$ cat src/common/flow_host_cfg.svh
`ifndef FLOW_HOST_CFG_SVH
`define FLOW_HOST_CFG_SVH

// bus and field widths
`define FH_DATA_W          32
`define FH_ADDR_W          32
`define FH_LOCAL_ADDR_W    8
`define FH_TBL_W           16
`define FH_MATCH_W         256
`define FH_ACTION_W        320
`define FH_STATS_W         64

// returned for unmapped reads
`define FH_FILL_WORD       32'hBEEF_CAFE

// register word addresses
`define FH_REG_BASE_ADDR        8'h00
`define FH_REG_WRITE_ORDER      8'h01
`define FH_REG_MOD_WRITE_ORDER  8'h02
`define FH_REG_READ_ORDER       8'h03
`define FH_REG_ACC_RDY          8'h04
`define FH_REG_EXACT_HIT        8'h05
`define FH_REG_EXACT_MISS       8'h06
`define FH_REG_WILDCARD_HIT     8'h07
`define FH_REG_WILDCARD_MISS    8'h08
`define FH_REG_ENTRY_BASE       8'h10

`endif

$ cat src/common/flow_host_pkg.sv
`include "flow_host_cfg.svh"

package flow_host_pkg;

   typedef logic [`FH_DATA_W-1:0] axi_data_t;

   typedef enum logic [1:0] {
      RESP_OKAY   = 2'b00,
      RESP_SLVERR = 2'b10
   } axi_resp_e;

   typedef logic [`FH_LOCAL_ADDR_W-1:0] local_addr_t;
   typedef logic [`FH_TBL_W-1:0]        tbl_addr_t;

   typedef logic [`FH_MATCH_W-1:0]  match_t;
   typedef logic [`FH_ACTION_W-1:0] action_t;
   typedef logic [`FH_STATS_W-1:0]  stats_t;

   // kind of flow table access
   typedef enum logic [1:0] {
      CMD_WRITE     = 2'd0,
      CMD_MOD_WRITE = 2'd1,
      CMD_READ      = 2'd2
   } entry_cmd_e;

   typedef logic [4:0] entry_idx_t;

   // entry layout is match, mask, action, stats
   localparam int MATCH_WORDS      = `FH_MATCH_W / `FH_DATA_W;
   localparam int ACTION_WORDS     = `FH_ACTION_W / `FH_DATA_W;
   localparam int STATS_WORDS      = `FH_STATS_W / `FH_DATA_W;
   localparam int ENTRY_WORDS      = 2 * MATCH_WORDS + ACTION_WORDS + STATS_WORDS;
   localparam int STATS_FIRST_WORD = 2 * MATCH_WORDS + ACTION_WORDS;

endpackage

$ cat src/common/reg_wr_if.sv
`timescale 1ns/10ps

interface reg_wr_if
   import flow_host_pkg::*;
();

   // one-cycle strobes, no back-pressure
   logic       base_vld;
   logic       entry_vld;
   entry_idx_t entry_idx;
   axi_data_t  data;
   logic       cmd_vld;
   entry_cmd_e cmd;

   modport decoder (output base_vld, entry_vld, entry_idx, data, cmd_vld, cmd);

   modport stage (input base_vld, entry_vld, entry_idx, data);

   modport access (input cmd_vld, cmd);

endinterface

$ cat src/host_inf/axil_read_mux.sv
`timescale 1ns/10ps
`include "flow_host_cfg.svh"

module axil_read_mux
   import flow_host_pkg::*;
(
   input  logic                  aclk,
   input  logic                  aresetn,
   input  logic [`FH_ADDR_W-1:0] araddr,
   input  logic                  arvalid,
   output logic                  arready,
   output axi_data_t             rdata,
   output axi_resp_e             rresp,
   output logic                  rvalid,
   input  logic                  rready,
   input  axi_data_t             exact_hit,
   input  axi_data_t             exact_miss,
   input  axi_data_t             wildcard_hit,
   input  axi_data_t             wildcard_miss,
   input  tbl_addr_t             tbl_addr,
   input  logic                  acc_rdy,
   input  stats_t                stats_rd
);

   typedef enum logic [1:0] {
      RD_IDLE,
      RD_WAIT,
      RD_RESP
   } rd_state_e;

   localparam local_addr_t ENTRY_END  = local_addr_t'(`FH_REG_ENTRY_BASE + ENTRY_WORDS);
   localparam local_addr_t STATS_ADDR = local_addr_t'(`FH_REG_ENTRY_BASE + STATS_FIRST_WORD);

   rd_state_e                        state;
   local_addr_t                      rd_addr;
   axi_data_t                        rd_word;
   logic [$clog2(STATS_WORDS)-1:0]   stats_word;

   assign arready    = (state == RD_IDLE);
   assign rvalid     = (state == RD_RESP);
   assign rresp      = RESP_OKAY;
   assign stats_word = $bits(stats_word)'(rd_addr - STATS_ADDR);

   // register map
   always_comb begin
      rd_word = `FH_FILL_WORD;
      if (rd_addr < `FH_REG_ENTRY_BASE) begin
         case (rd_addr)
            `FH_REG_BASE_ADDR:     rd_word = {{(`FH_DATA_W-`FH_TBL_W){1'b0}}, tbl_addr};
            `FH_REG_ACC_RDY:       rd_word = {{(`FH_DATA_W-1){1'b0}}, acc_rdy};
            `FH_REG_EXACT_HIT:     rd_word = exact_hit;
            `FH_REG_EXACT_MISS:    rd_word = exact_miss;
            `FH_REG_WILDCARD_HIT:  rd_word = wildcard_hit;
            `FH_REG_WILDCARD_MISS: rd_word = wildcard_miss;
            default:               rd_word = `FH_FILL_WORD;
         endcase
      end
      else if (rd_addr < ENTRY_END) begin
         // only the stats part of the entry reads back, low word first
         if (rd_addr >= STATS_ADDR) rd_word = stats_rd[stats_word*`FH_DATA_W +: `FH_DATA_W];
         else rd_word = '0;
      end
   end

   always_ff @(posedge aclk) begin
      if (!aresetn) begin
         state <= RD_IDLE;
      end
      else begin
         case (state)
            RD_IDLE: begin
               if (arvalid) state <= RD_WAIT;
            end
            RD_WAIT: state <= RD_RESP;
            default: begin
               if (rready) state <= RD_IDLE;
            end
         endcase
      end
   end

   always_ff @(posedge aclk) begin
      if (arready && arvalid) rd_addr <= araddr[`FH_LOCAL_ADDR_W-1:0];
   end

   // sampled once so rdata holds while rvalid waits on rready
   always_ff @(posedge aclk) begin
      if (state == RD_WAIT) rdata <= rd_word;
   end

endmodule

$ cat src/host_inf/axil_write_decoder.sv
`timescale 1ns/10ps
`include "flow_host_cfg.svh"

module axil_write_decoder
   import flow_host_pkg::*;
(
   input  logic                    aclk,
   input  logic                    aresetn,
   input  logic [`FH_ADDR_W-1:0]   awaddr,
   input  logic                    awvalid,
   output logic                    awready,
   input  axi_data_t               wdata,
   // byte strobes ignored, every write is a full word
   input  logic [`FH_DATA_W/8-1:0] wstrb,
   input  logic                    wvalid,
   output logic                    wready,
   output axi_resp_e               bresp,
   output logic                    bvalid,
   input  logic                    bready,
   reg_wr_if.decoder               wr
);

   typedef enum logic [1:0] {
      WR_IDLE,
      WR_DATA,
      WR_RESP
   } wr_state_e;

   localparam local_addr_t ENTRY_END = local_addr_t'(`FH_REG_ENTRY_BASE + ENTRY_WORDS);

   wr_state_e   state;
   local_addr_t wr_addr;
   logic        w_hs;
   logic        in_entry;
   logic        is_order;
   entry_cmd_e  order_cmd;

   assign awready  = (state == WR_IDLE);
   assign wready   = (state == WR_DATA);
   assign bvalid   = (state == WR_RESP);
   assign w_hs     = wready && wvalid;
   assign in_entry = (wr_addr >= `FH_REG_ENTRY_BASE) && (wr_addr < ENTRY_END);

   always_comb begin
      is_order  = 1'b1;
      order_cmd = CMD_WRITE;
      case (wr_addr)
         `FH_REG_WRITE_ORDER:     order_cmd = CMD_WRITE;
         `FH_REG_MOD_WRITE_ORDER: order_cmd = CMD_MOD_WRITE;
         `FH_REG_READ_ORDER:      order_cmd = CMD_READ;
         default:                 is_order  = 1'b0;
      endcase
   end

   always_ff @(posedge aclk) begin
      if (!aresetn) begin
         state <= WR_IDLE;
         bresp <= RESP_OKAY;
      end
      else begin
         case (state)
            WR_IDLE: begin
               if (awvalid) state <= WR_DATA;
            end
            WR_DATA: begin
               if (wvalid) begin
                  state <= WR_RESP;
                  bresp <= (wr_addr < ENTRY_END) ? RESP_OKAY : RESP_SLVERR;
               end
            end
            default: begin
               if (bready) state <= WR_IDLE;
            end
         endcase
      end
   end

   always_ff @(posedge aclk) begin
      if (awready && awvalid) wr_addr <= awaddr[`FH_LOCAL_ADDR_W-1:0];
   end

   // decoded effects show up the cycle after the W handshake
   always_ff @(posedge aclk) begin
      if (!aresetn) begin
         wr.base_vld  <= 1'b0;
         wr.entry_vld <= 1'b0;
         wr.cmd_vld   <= 1'b0;
      end
      else begin
         wr.base_vld  <= w_hs && (wr_addr == `FH_REG_BASE_ADDR);
         wr.entry_vld <= w_hs && in_entry;
         wr.cmd_vld   <= w_hs && is_order;
      end
   end

   always_ff @(posedge aclk) begin
      if (w_hs) begin
         wr.data      <= wdata;
         wr.entry_idx <= entry_idx_t'(wr_addr - `FH_REG_ENTRY_BASE);
         wr.cmd       <= order_cmd;
      end
   end

endmodule

$ cat src/host_inf/flow_entry_stage.sv
`timescale 1ns/10ps
`include "flow_host_cfg.svh"

module flow_entry_stage
   import flow_host_pkg::*;
(
   input  logic      aclk,
   input  logic      aresetn,
   reg_wr_if.stage   wr,
   input  logic      wr_done,
   output tbl_addr_t flow_entry_addr,
   output match_t    flow_entry_match,
   output match_t    flow_entry_mask,
   output action_t   flow_entry_action,
   output stats_t    flow_entry_stats
);

   axi_data_t entry_buf [ENTRY_WORDS];

   always_ff @(posedge aclk) begin
      if (!aresetn) flow_entry_addr <= '0;
      else if (wr.base_vld) flow_entry_addr <= wr.data[`FH_TBL_W-1:0];
   end

   // staged entry is wiped once the table has taken it
   always_ff @(posedge aclk) begin
      if (!aresetn || wr_done) begin
         for (int i = 0; i < ENTRY_WORDS; i++) entry_buf[i] <= '0;
      end
      else if (wr.entry_vld) begin
         entry_buf[wr.entry_idx] <= wr.data;
      end
   end

   for (genvar i = 0; i < MATCH_WORDS; i++) begin : g_match
      assign flow_entry_match[i*`FH_DATA_W +: `FH_DATA_W] = entry_buf[i];
      assign flow_entry_mask[i*`FH_DATA_W +: `FH_DATA_W]  = entry_buf[MATCH_WORDS + i];
   end

   for (genvar i = 0; i < ACTION_WORDS; i++) begin : g_action
      assign flow_entry_action[i*`FH_DATA_W +: `FH_DATA_W] = entry_buf[2*MATCH_WORDS + i];
   end

   for (genvar i = 0; i < STATS_WORDS; i++) begin : g_stats
      assign flow_entry_stats[i*`FH_DATA_W +: `FH_DATA_W] = entry_buf[STATS_FIRST_WORD + i];
   end

endmodule

$ cat src/host_inf/flow_table_access.sv
`timescale 1ns/10ps

module flow_table_access
   import flow_host_pkg::*;
(
   input  logic      aclk,
   input  logic      aresetn,
   reg_wr_if.access  cmd,
   input  logic      flow_entry_ack,
   input  logic      flow_entry_done,
   input  stats_t    flow_entry_stats_in,
   output logic      flow_entry_req,
   output logic      flow_entry_wr,
   output logic      flow_entry_stats_en,
   output logic      wr_done,
   output logic      acc_rdy,
   output stats_t    stats_rd
);

   typedef enum logic [1:0] {
      ACC_IDLE,
      ACC_WAIT_WR,
      ACC_WAIT_RD
   } acc_state_e;

   acc_state_e state;

   always_ff @(posedge aclk) begin
      if (!aresetn) begin
         state               <= ACC_IDLE;
         flow_entry_req      <= 1'b0;
         flow_entry_wr       <= 1'b0;
         flow_entry_stats_en <= 1'b0;
         wr_done             <= 1'b0;
         acc_rdy             <= 1'b1;
      end
      else begin
         wr_done <= 1'b0;
         case (state)
            // orders only taken here, anything while busy is dropped
            ACC_IDLE: begin
               if (cmd.cmd_vld) begin
                  flow_entry_req <= 1'b1;
                  acc_rdy        <= 1'b0;
                  case (cmd.cmd)
                     CMD_WRITE: begin
                        flow_entry_wr       <= 1'b1;
                        flow_entry_stats_en <= 1'b1;
                        state               <= ACC_WAIT_WR;
                     end
                     CMD_MOD_WRITE: begin
                        // keep stored stats
                        flow_entry_wr       <= 1'b1;
                        flow_entry_stats_en <= 1'b0;
                        state               <= ACC_WAIT_WR;
                     end
                     default: begin
                        flow_entry_wr       <= 1'b0;
                        flow_entry_stats_en <= 1'b1;
                        state               <= ACC_WAIT_RD;
                     end
                  endcase
               end
            end
            ACC_WAIT_WR, ACC_WAIT_RD: begin
               if (flow_entry_ack) flow_entry_req <= 1'b0;
               if (flow_entry_done) begin
                  flow_entry_req <= 1'b0;
                  acc_rdy        <= 1'b1;
                  wr_done        <= (state == ACC_WAIT_WR);
                  state          <= ACC_IDLE;
               end
            end
            default: state <= ACC_IDLE;
         endcase
      end
   end

   // stats from the table are valid in the done cycle
   always_ff @(posedge aclk) begin
      if (!aresetn) stats_rd <= '0;
      else if ((state == ACC_WAIT_RD) && flow_entry_done) stats_rd <= flow_entry_stats_in;
   end

endmodule

$ cat src/verilog/flow_host_inf.sv
`timescale 1ns/10ps
`include "flow_host_cfg.svh"

module flow_host_inf
   import flow_host_pkg::*;
(
   input  logic                    aclk,
   input  logic                    aresetn,
   // AXI4-Lite slave
   input  logic [`FH_ADDR_W-1:0]   awaddr,
   input  logic                    awvalid,
   output logic                    awready,
   input  axi_data_t               wdata,
   input  logic [`FH_DATA_W/8-1:0] wstrb,
   input  logic                    wvalid,
   output logic                    wready,
   output axi_resp_e               bresp,
   output logic                    bvalid,
   input  logic                    bready,
   input  logic [`FH_ADDR_W-1:0]   araddr,
   input  logic                    arvalid,
   output logic                    arready,
   output axi_data_t               rdata,
   output axi_resp_e               rresp,
   output logic                    rvalid,
   input  logic                    rready,
   // flow table side
   output tbl_addr_t               flow_entry_addr,
   output match_t                  flow_entry_match,
   output match_t                  flow_entry_mask,
   output action_t                 flow_entry_action,
   output stats_t                  flow_entry_stats,
   input  stats_t                  flow_entry_stats_in,
   output logic                    flow_entry_wr,
   output logic                    flow_entry_stats_en,
   output logic                    flow_entry_req,
   input  logic                    flow_entry_ack,
   input  logic                    flow_entry_done,
   // lookup counters
   input  axi_data_t               exact_hit,
   input  axi_data_t               exact_miss,
   input  axi_data_t               wildcard_hit,
   input  axi_data_t               wildcard_miss
);

   logic   wr_done;
   logic   acc_rdy;
   stats_t stats_rd;

   reg_wr_if reg_wr ();

   axil_write_decoder axil_write_decoder_inst (
      .aclk, .aresetn, .awaddr, .awvalid, .awready, .wdata, .wstrb, .wvalid,
      .wready, .bresp, .bvalid, .bready,
      .wr (reg_wr.decoder)
   );

   flow_entry_stage flow_entry_stage_inst (
      .aclk, .aresetn,
      .wr (reg_wr.stage),
      .wr_done, .flow_entry_addr, .flow_entry_match, .flow_entry_mask,
      .flow_entry_action, .flow_entry_stats
   );

   flow_table_access flow_table_access_inst (
      .aclk, .aresetn,
      .cmd (reg_wr.access),
      .flow_entry_ack, .flow_entry_done, .flow_entry_stats_in, .flow_entry_req,
      .flow_entry_wr, .flow_entry_stats_en, .wr_done, .acc_rdy, .stats_rd
   );

   axil_read_mux axil_read_mux_inst (
      .aclk, .aresetn, .araddr, .arvalid, .arready, .rdata, .rresp, .rvalid, .rready,
      .exact_hit, .exact_miss, .wildcard_hit, .wildcard_miss,
      .tbl_addr (flow_entry_addr),
      .acc_rdy, .stats_rd
   );

endmodule
$ cat config.mk
export PLATFORM = sky130hd
export DESIGN_NAME = flow_host_inf
export DESIGN_NICKNAME = d
export VERILOG_FILES = /design/src/common/flow_host_pkg.sv /design/src/common/reg_wr_if.sv /design/src/host_inf/axil_read_mux.sv /design/src/host_inf/axil_write_decoder.sv /design/src/host_inf/flow_entry_stage.sv /design/src/host_inf/flow_table_access.sv /design/src/verilog/flow_host_inf.sv
export VERILOG_INCLUDE_DIRS = /design/src /design/src/common
export SDC_FILE = /design/constraint.sdc
export NUM_CORES = 1
export LEC_CHECK = 0
export BUFFER_PORTS_ARGS = -buffer_cell sky130_fd_sc_hd__buf_4
export CORE_AREA = 2 2 483 485
export CTS_CLUSTER_DIAMETER = 80
export CTS_CLUSTER_SIZE = 12
export DETAILED_ROUTE_END_ITERATION = 10
export DIE_AREA = 0 0 485 487
export PLACE_DENSITY = 0.39
export SYNTH_ARGS = -nofsm -noshare
export SYNTH_HDL_FRONTEND = slang
export SYNTH_SLANG_ARGS = --single-unit
$ cat constraint.sdc
create_clock -name aclk -period 4.85 [get_ports aclk]
set_input_delay 0.97 -clock aclk [delete_from_list [all_inputs] [get_ports aclk]]
set_output_delay 0.97 -clock aclk [all_outputs]
set_load 0.02 [all_outputs]
==> results.sh <==
export IMPL_cts_made_buffers=109
export IMPL_grt_pass1_wl_um=270000
export IMPL_grt_pass1_vias=27700
export IMPL_crit_type="reg -> reg"
export IMPL_grt_max_degree=95
export IMPL_postRouteAntennaNets=0
export IMPL_slew_headroom=0.182
export IMPL_whs_path_depth=1
export IMPL_track_usage=0.170
export IMPL_clock_path_buffers=3
export IMPL_fp_row_count=177
export IMPL_cp_start_kind="register"
export IMPL_syn_inst=2830
export IMPL_cts_resized=0
export IMPL_cp_end_kind="register"
export IMPL_synthArstFlopShare=0
export IMPL_ys_seq_area_frac=0.749
export IMPL_cts_hold_buf=0
export IMPL_required_ns=5.33
export IMPL_outcome="finished, final reports clean"
export IMPL_leakagePower_uw=0.0227
export IMPL_clk_latency_ns=0.77
export IMPL_hold_class="in -> reg"
export IMPL_dp_hpwl_um=148000
export IMPL_die_area_um2=236000
export IMPL_setup_viol=0
export IMPL_synthDistinctLibCells=69
export IMPL_arrival_ns=3.67
export IMPL_fin_setup_tns_ns=0
export IMPL_r2r_cells=5
export IMPL_antenna_found_initial=50
export IMPL_cts_tree="done"
export IMPL_mostFrequentLayoutCells="buf_4 (1,309), edfxtp_1 (983), and2_1 (898)"
export IMPL_fmax_mhz=314
export IMPL_drc_errors=0
export IMPL_yosys_area_top_type="edfxtp_1"
export IMPL_dr_pass1_iters=6
export IMPL_start_util=0.181
export IMPL_fin_ws_ns=1.67
export IMPL_port_buffers=1201
export IMPL_drt_iter0_markers=2119
export IMPL_ys_warn_count=0
export IMPL_cts_root_buf="clkbuf_16"
export IMPL_max_cap_viol_count=0
export IMPL_placed_cell_area_um2=55100
export IMPL_die_width_um=485
export IMPL_vias_per_cell=3.87
export IMPL_drive_above_1_share=0.378
export IMPL_wl_um=209000
export IMPL_finalHoldViolCount=0
export IMPL_rsz0062_at_grt="no"
export IMPL_vias=27600
export IMPL_yosys_register_bits=1078
export IMPL_worstMarginPinSlew_ns=1.22
export IMPL_drv_slew=0
export IMPL_post_place_ws_ns=0.889
export IMPL_synth_area_leaders="edfxtp_1 (70%), and2_1 (13%), dfxtp_1 (4.5%), clkbuf_1 (1.5%), nand2_1 (1.4%)"
export IMPL_wl_per_cell_um=29.3
export IMPL_ys_flop_type="edfxtp_1"
export IMPL_finalClockSkew_ns=0.0574
export IMPL_nets=4322
export IMPL_die_height_um=487
export IMPL_synth_edf_count=983
export IMPL_finalInstanceArea_um2=58300
export IMPL_fillCellCount=24100
export IMPL_ios=1257
export IMPL_cts_clk_slew_worst_paths_ns=0.06
export IMPL_cts_sinks=1078
export IMPL_netlist_area_um2=42000
export IMPL_globalplace_congestion=0.876
export IMPL_avgSynthCellArea_um2=14.8
export IMPL_overflow=0
export IMPL_synth_top_area_share=0.703
export IMPL_final_common_cell="buf_4"
export IMPL_cts_max_level=3
export IMPL_fin_crit_ns=3.18
export IMPL_fin_crit_sh=0.656
export IMPL_area_growth_pct=38.9
export IMPL_powerDensity_nw_per_um2=350
export IMPL_peakVddDrop_uv=273
export IMPL_path_max_fanout=33
export IMPL_core_um2=231000
export IMPL_cts_setup_buffers=0
logic make-up after synthesis:
| family | Yosys count | share of synthesized area |
|---|---|---|
| AO/OA/AOI/OAI | 246 | 0.0437 |
| AND/OR/NAND/NOR | 1202 | 0.169 |
| other | 1 | 0.0000893 |
| flip-flops | 1078 | 0.749 |
| multiplexers | 60 | 0.0145 |
| adder cells (fa/ha/maj) | 3 | 0.000894 |
| buffers and inverters | 240 | 0.0237 |
area by class of cell:
| cell class | instances | area, um2 | area share |
|---|---|---|---|
| flip-flops and latches | 1078 | 31400 | 0.539 |
| repair buffers | 1310 | 9850 | 0.169 |
| clock buffers | 127 | 2810 | 0.0481 |
| diodes | 23 | 57.6 | 0.000987 |
| multi-input cells | 1514 | 10000 | 0.172 |
| clock inverters | 25 | 348 | 0.00596 |
| well taps | 3043 | 3810 | 0.0653 |
| inverters | 5 | 18.8 | 0.000322 |
flip-flops by register name, indices dropped and copies added, names as in the netlist, 5 cells and up:
name,count
axil_read_mux_inst.rd_addr,8
axil_read_mux_inst.rdata,32
axil_write_decoder_inst.wr.data,32
axil_write_decoder_inst.wr.entry_idx,5
axil_write_decoder_inst.wr_addr,8
flow_entry_stage_inst.entry_buf,896
flow_entry_stage_inst.flow_entry_addr,16
flow_table_access_inst.stats_rd,64
synth_stat cells, types with 5 or more instances:
cell	n
a21boi_0	68
a21o_1	6
a21oi_1	9
a22o_1	8
a22oi_1	36
a32oi_1	6
and2_1	900
buf_1	5
buf_2	32
clkbuf_1	173
clkbuf_2	19
dfxtp_1	95
edfxtp_1	983
inv_1	5
mux2_2	5
mux2i_1	55
nand2_1	156
nand2b_1	9
nand3_1	6
nand3b_1	7
nor2_1	45
nor2_2	10
nor2b_1	29
nor3_1	9
o2111ai_1	5
o211ai_2	10
o21a_1	14
o21ai_0	49
o221ai_1	5
or2_2	5
metrics by stage:
step	power [uW]	std cells	util	hold WS [ns]
4_1_cts	20800	7102	0.252	0.257
6_report	20400	7125	0.252	0.379
3_3_place_gp	12600	6949	0.238	0.455
3_5_place_dp	12600	6950	0.238	0.459
2_1_floorplan	11400	2832	-	0.443
5_1_grt	21100	7103	0.252	0.310
critical path, cell delays in order, from the launching register on:
cell	delay, ns
edfxtp_1	0.81
buf_4	0.63
and4bb_2	0.48
a22oi_1	0.26
o211ai_1	0.43
o21a_1	0.26
final timing paths:
check,slack (ns),from,endpoint
worst max-delay path,1.67,axil_read_mux_inst.rd_addr[0]$_DFFE_PP_,axil_read_mux_inst.rdata[16]$_DFFE_PP_
worst min-delay path,0.38,wdata[11],axil_write_decoder_inst.wr.data[11]$_DFFE_PP_
worst max register to register,1.67,axil_read_mux_inst.rd_addr[0]$_DFFE_PP_,axil_read_mux_inst.rdata[16]$_DFFE_PP_
worst min register to register,0.47,flow_table_access_inst.stats_rd[17]$_SDFFE_PN0P_,flow_table_access_inst.stats_rd[17]$_SDFFE_PN0P_
power by group:
group	internal, uW	switching [uW]	total (uW)
clock	4220	3880	8110
combinational	587	1200	1790
sequential	10400	139	10500
metal layers:
metal / up-vias / global-route usage / routed length (um)
met5: - / 0 / 125
met4: 18 / 0.0681 / 8440
met3: 268 / 0.0563 / 18400
met2: 1329 / 0.296 / 103000
met1: 13700 / 0.192 / 78700
li1: 12300 / - / -
(Power assumes the default switching activity.)
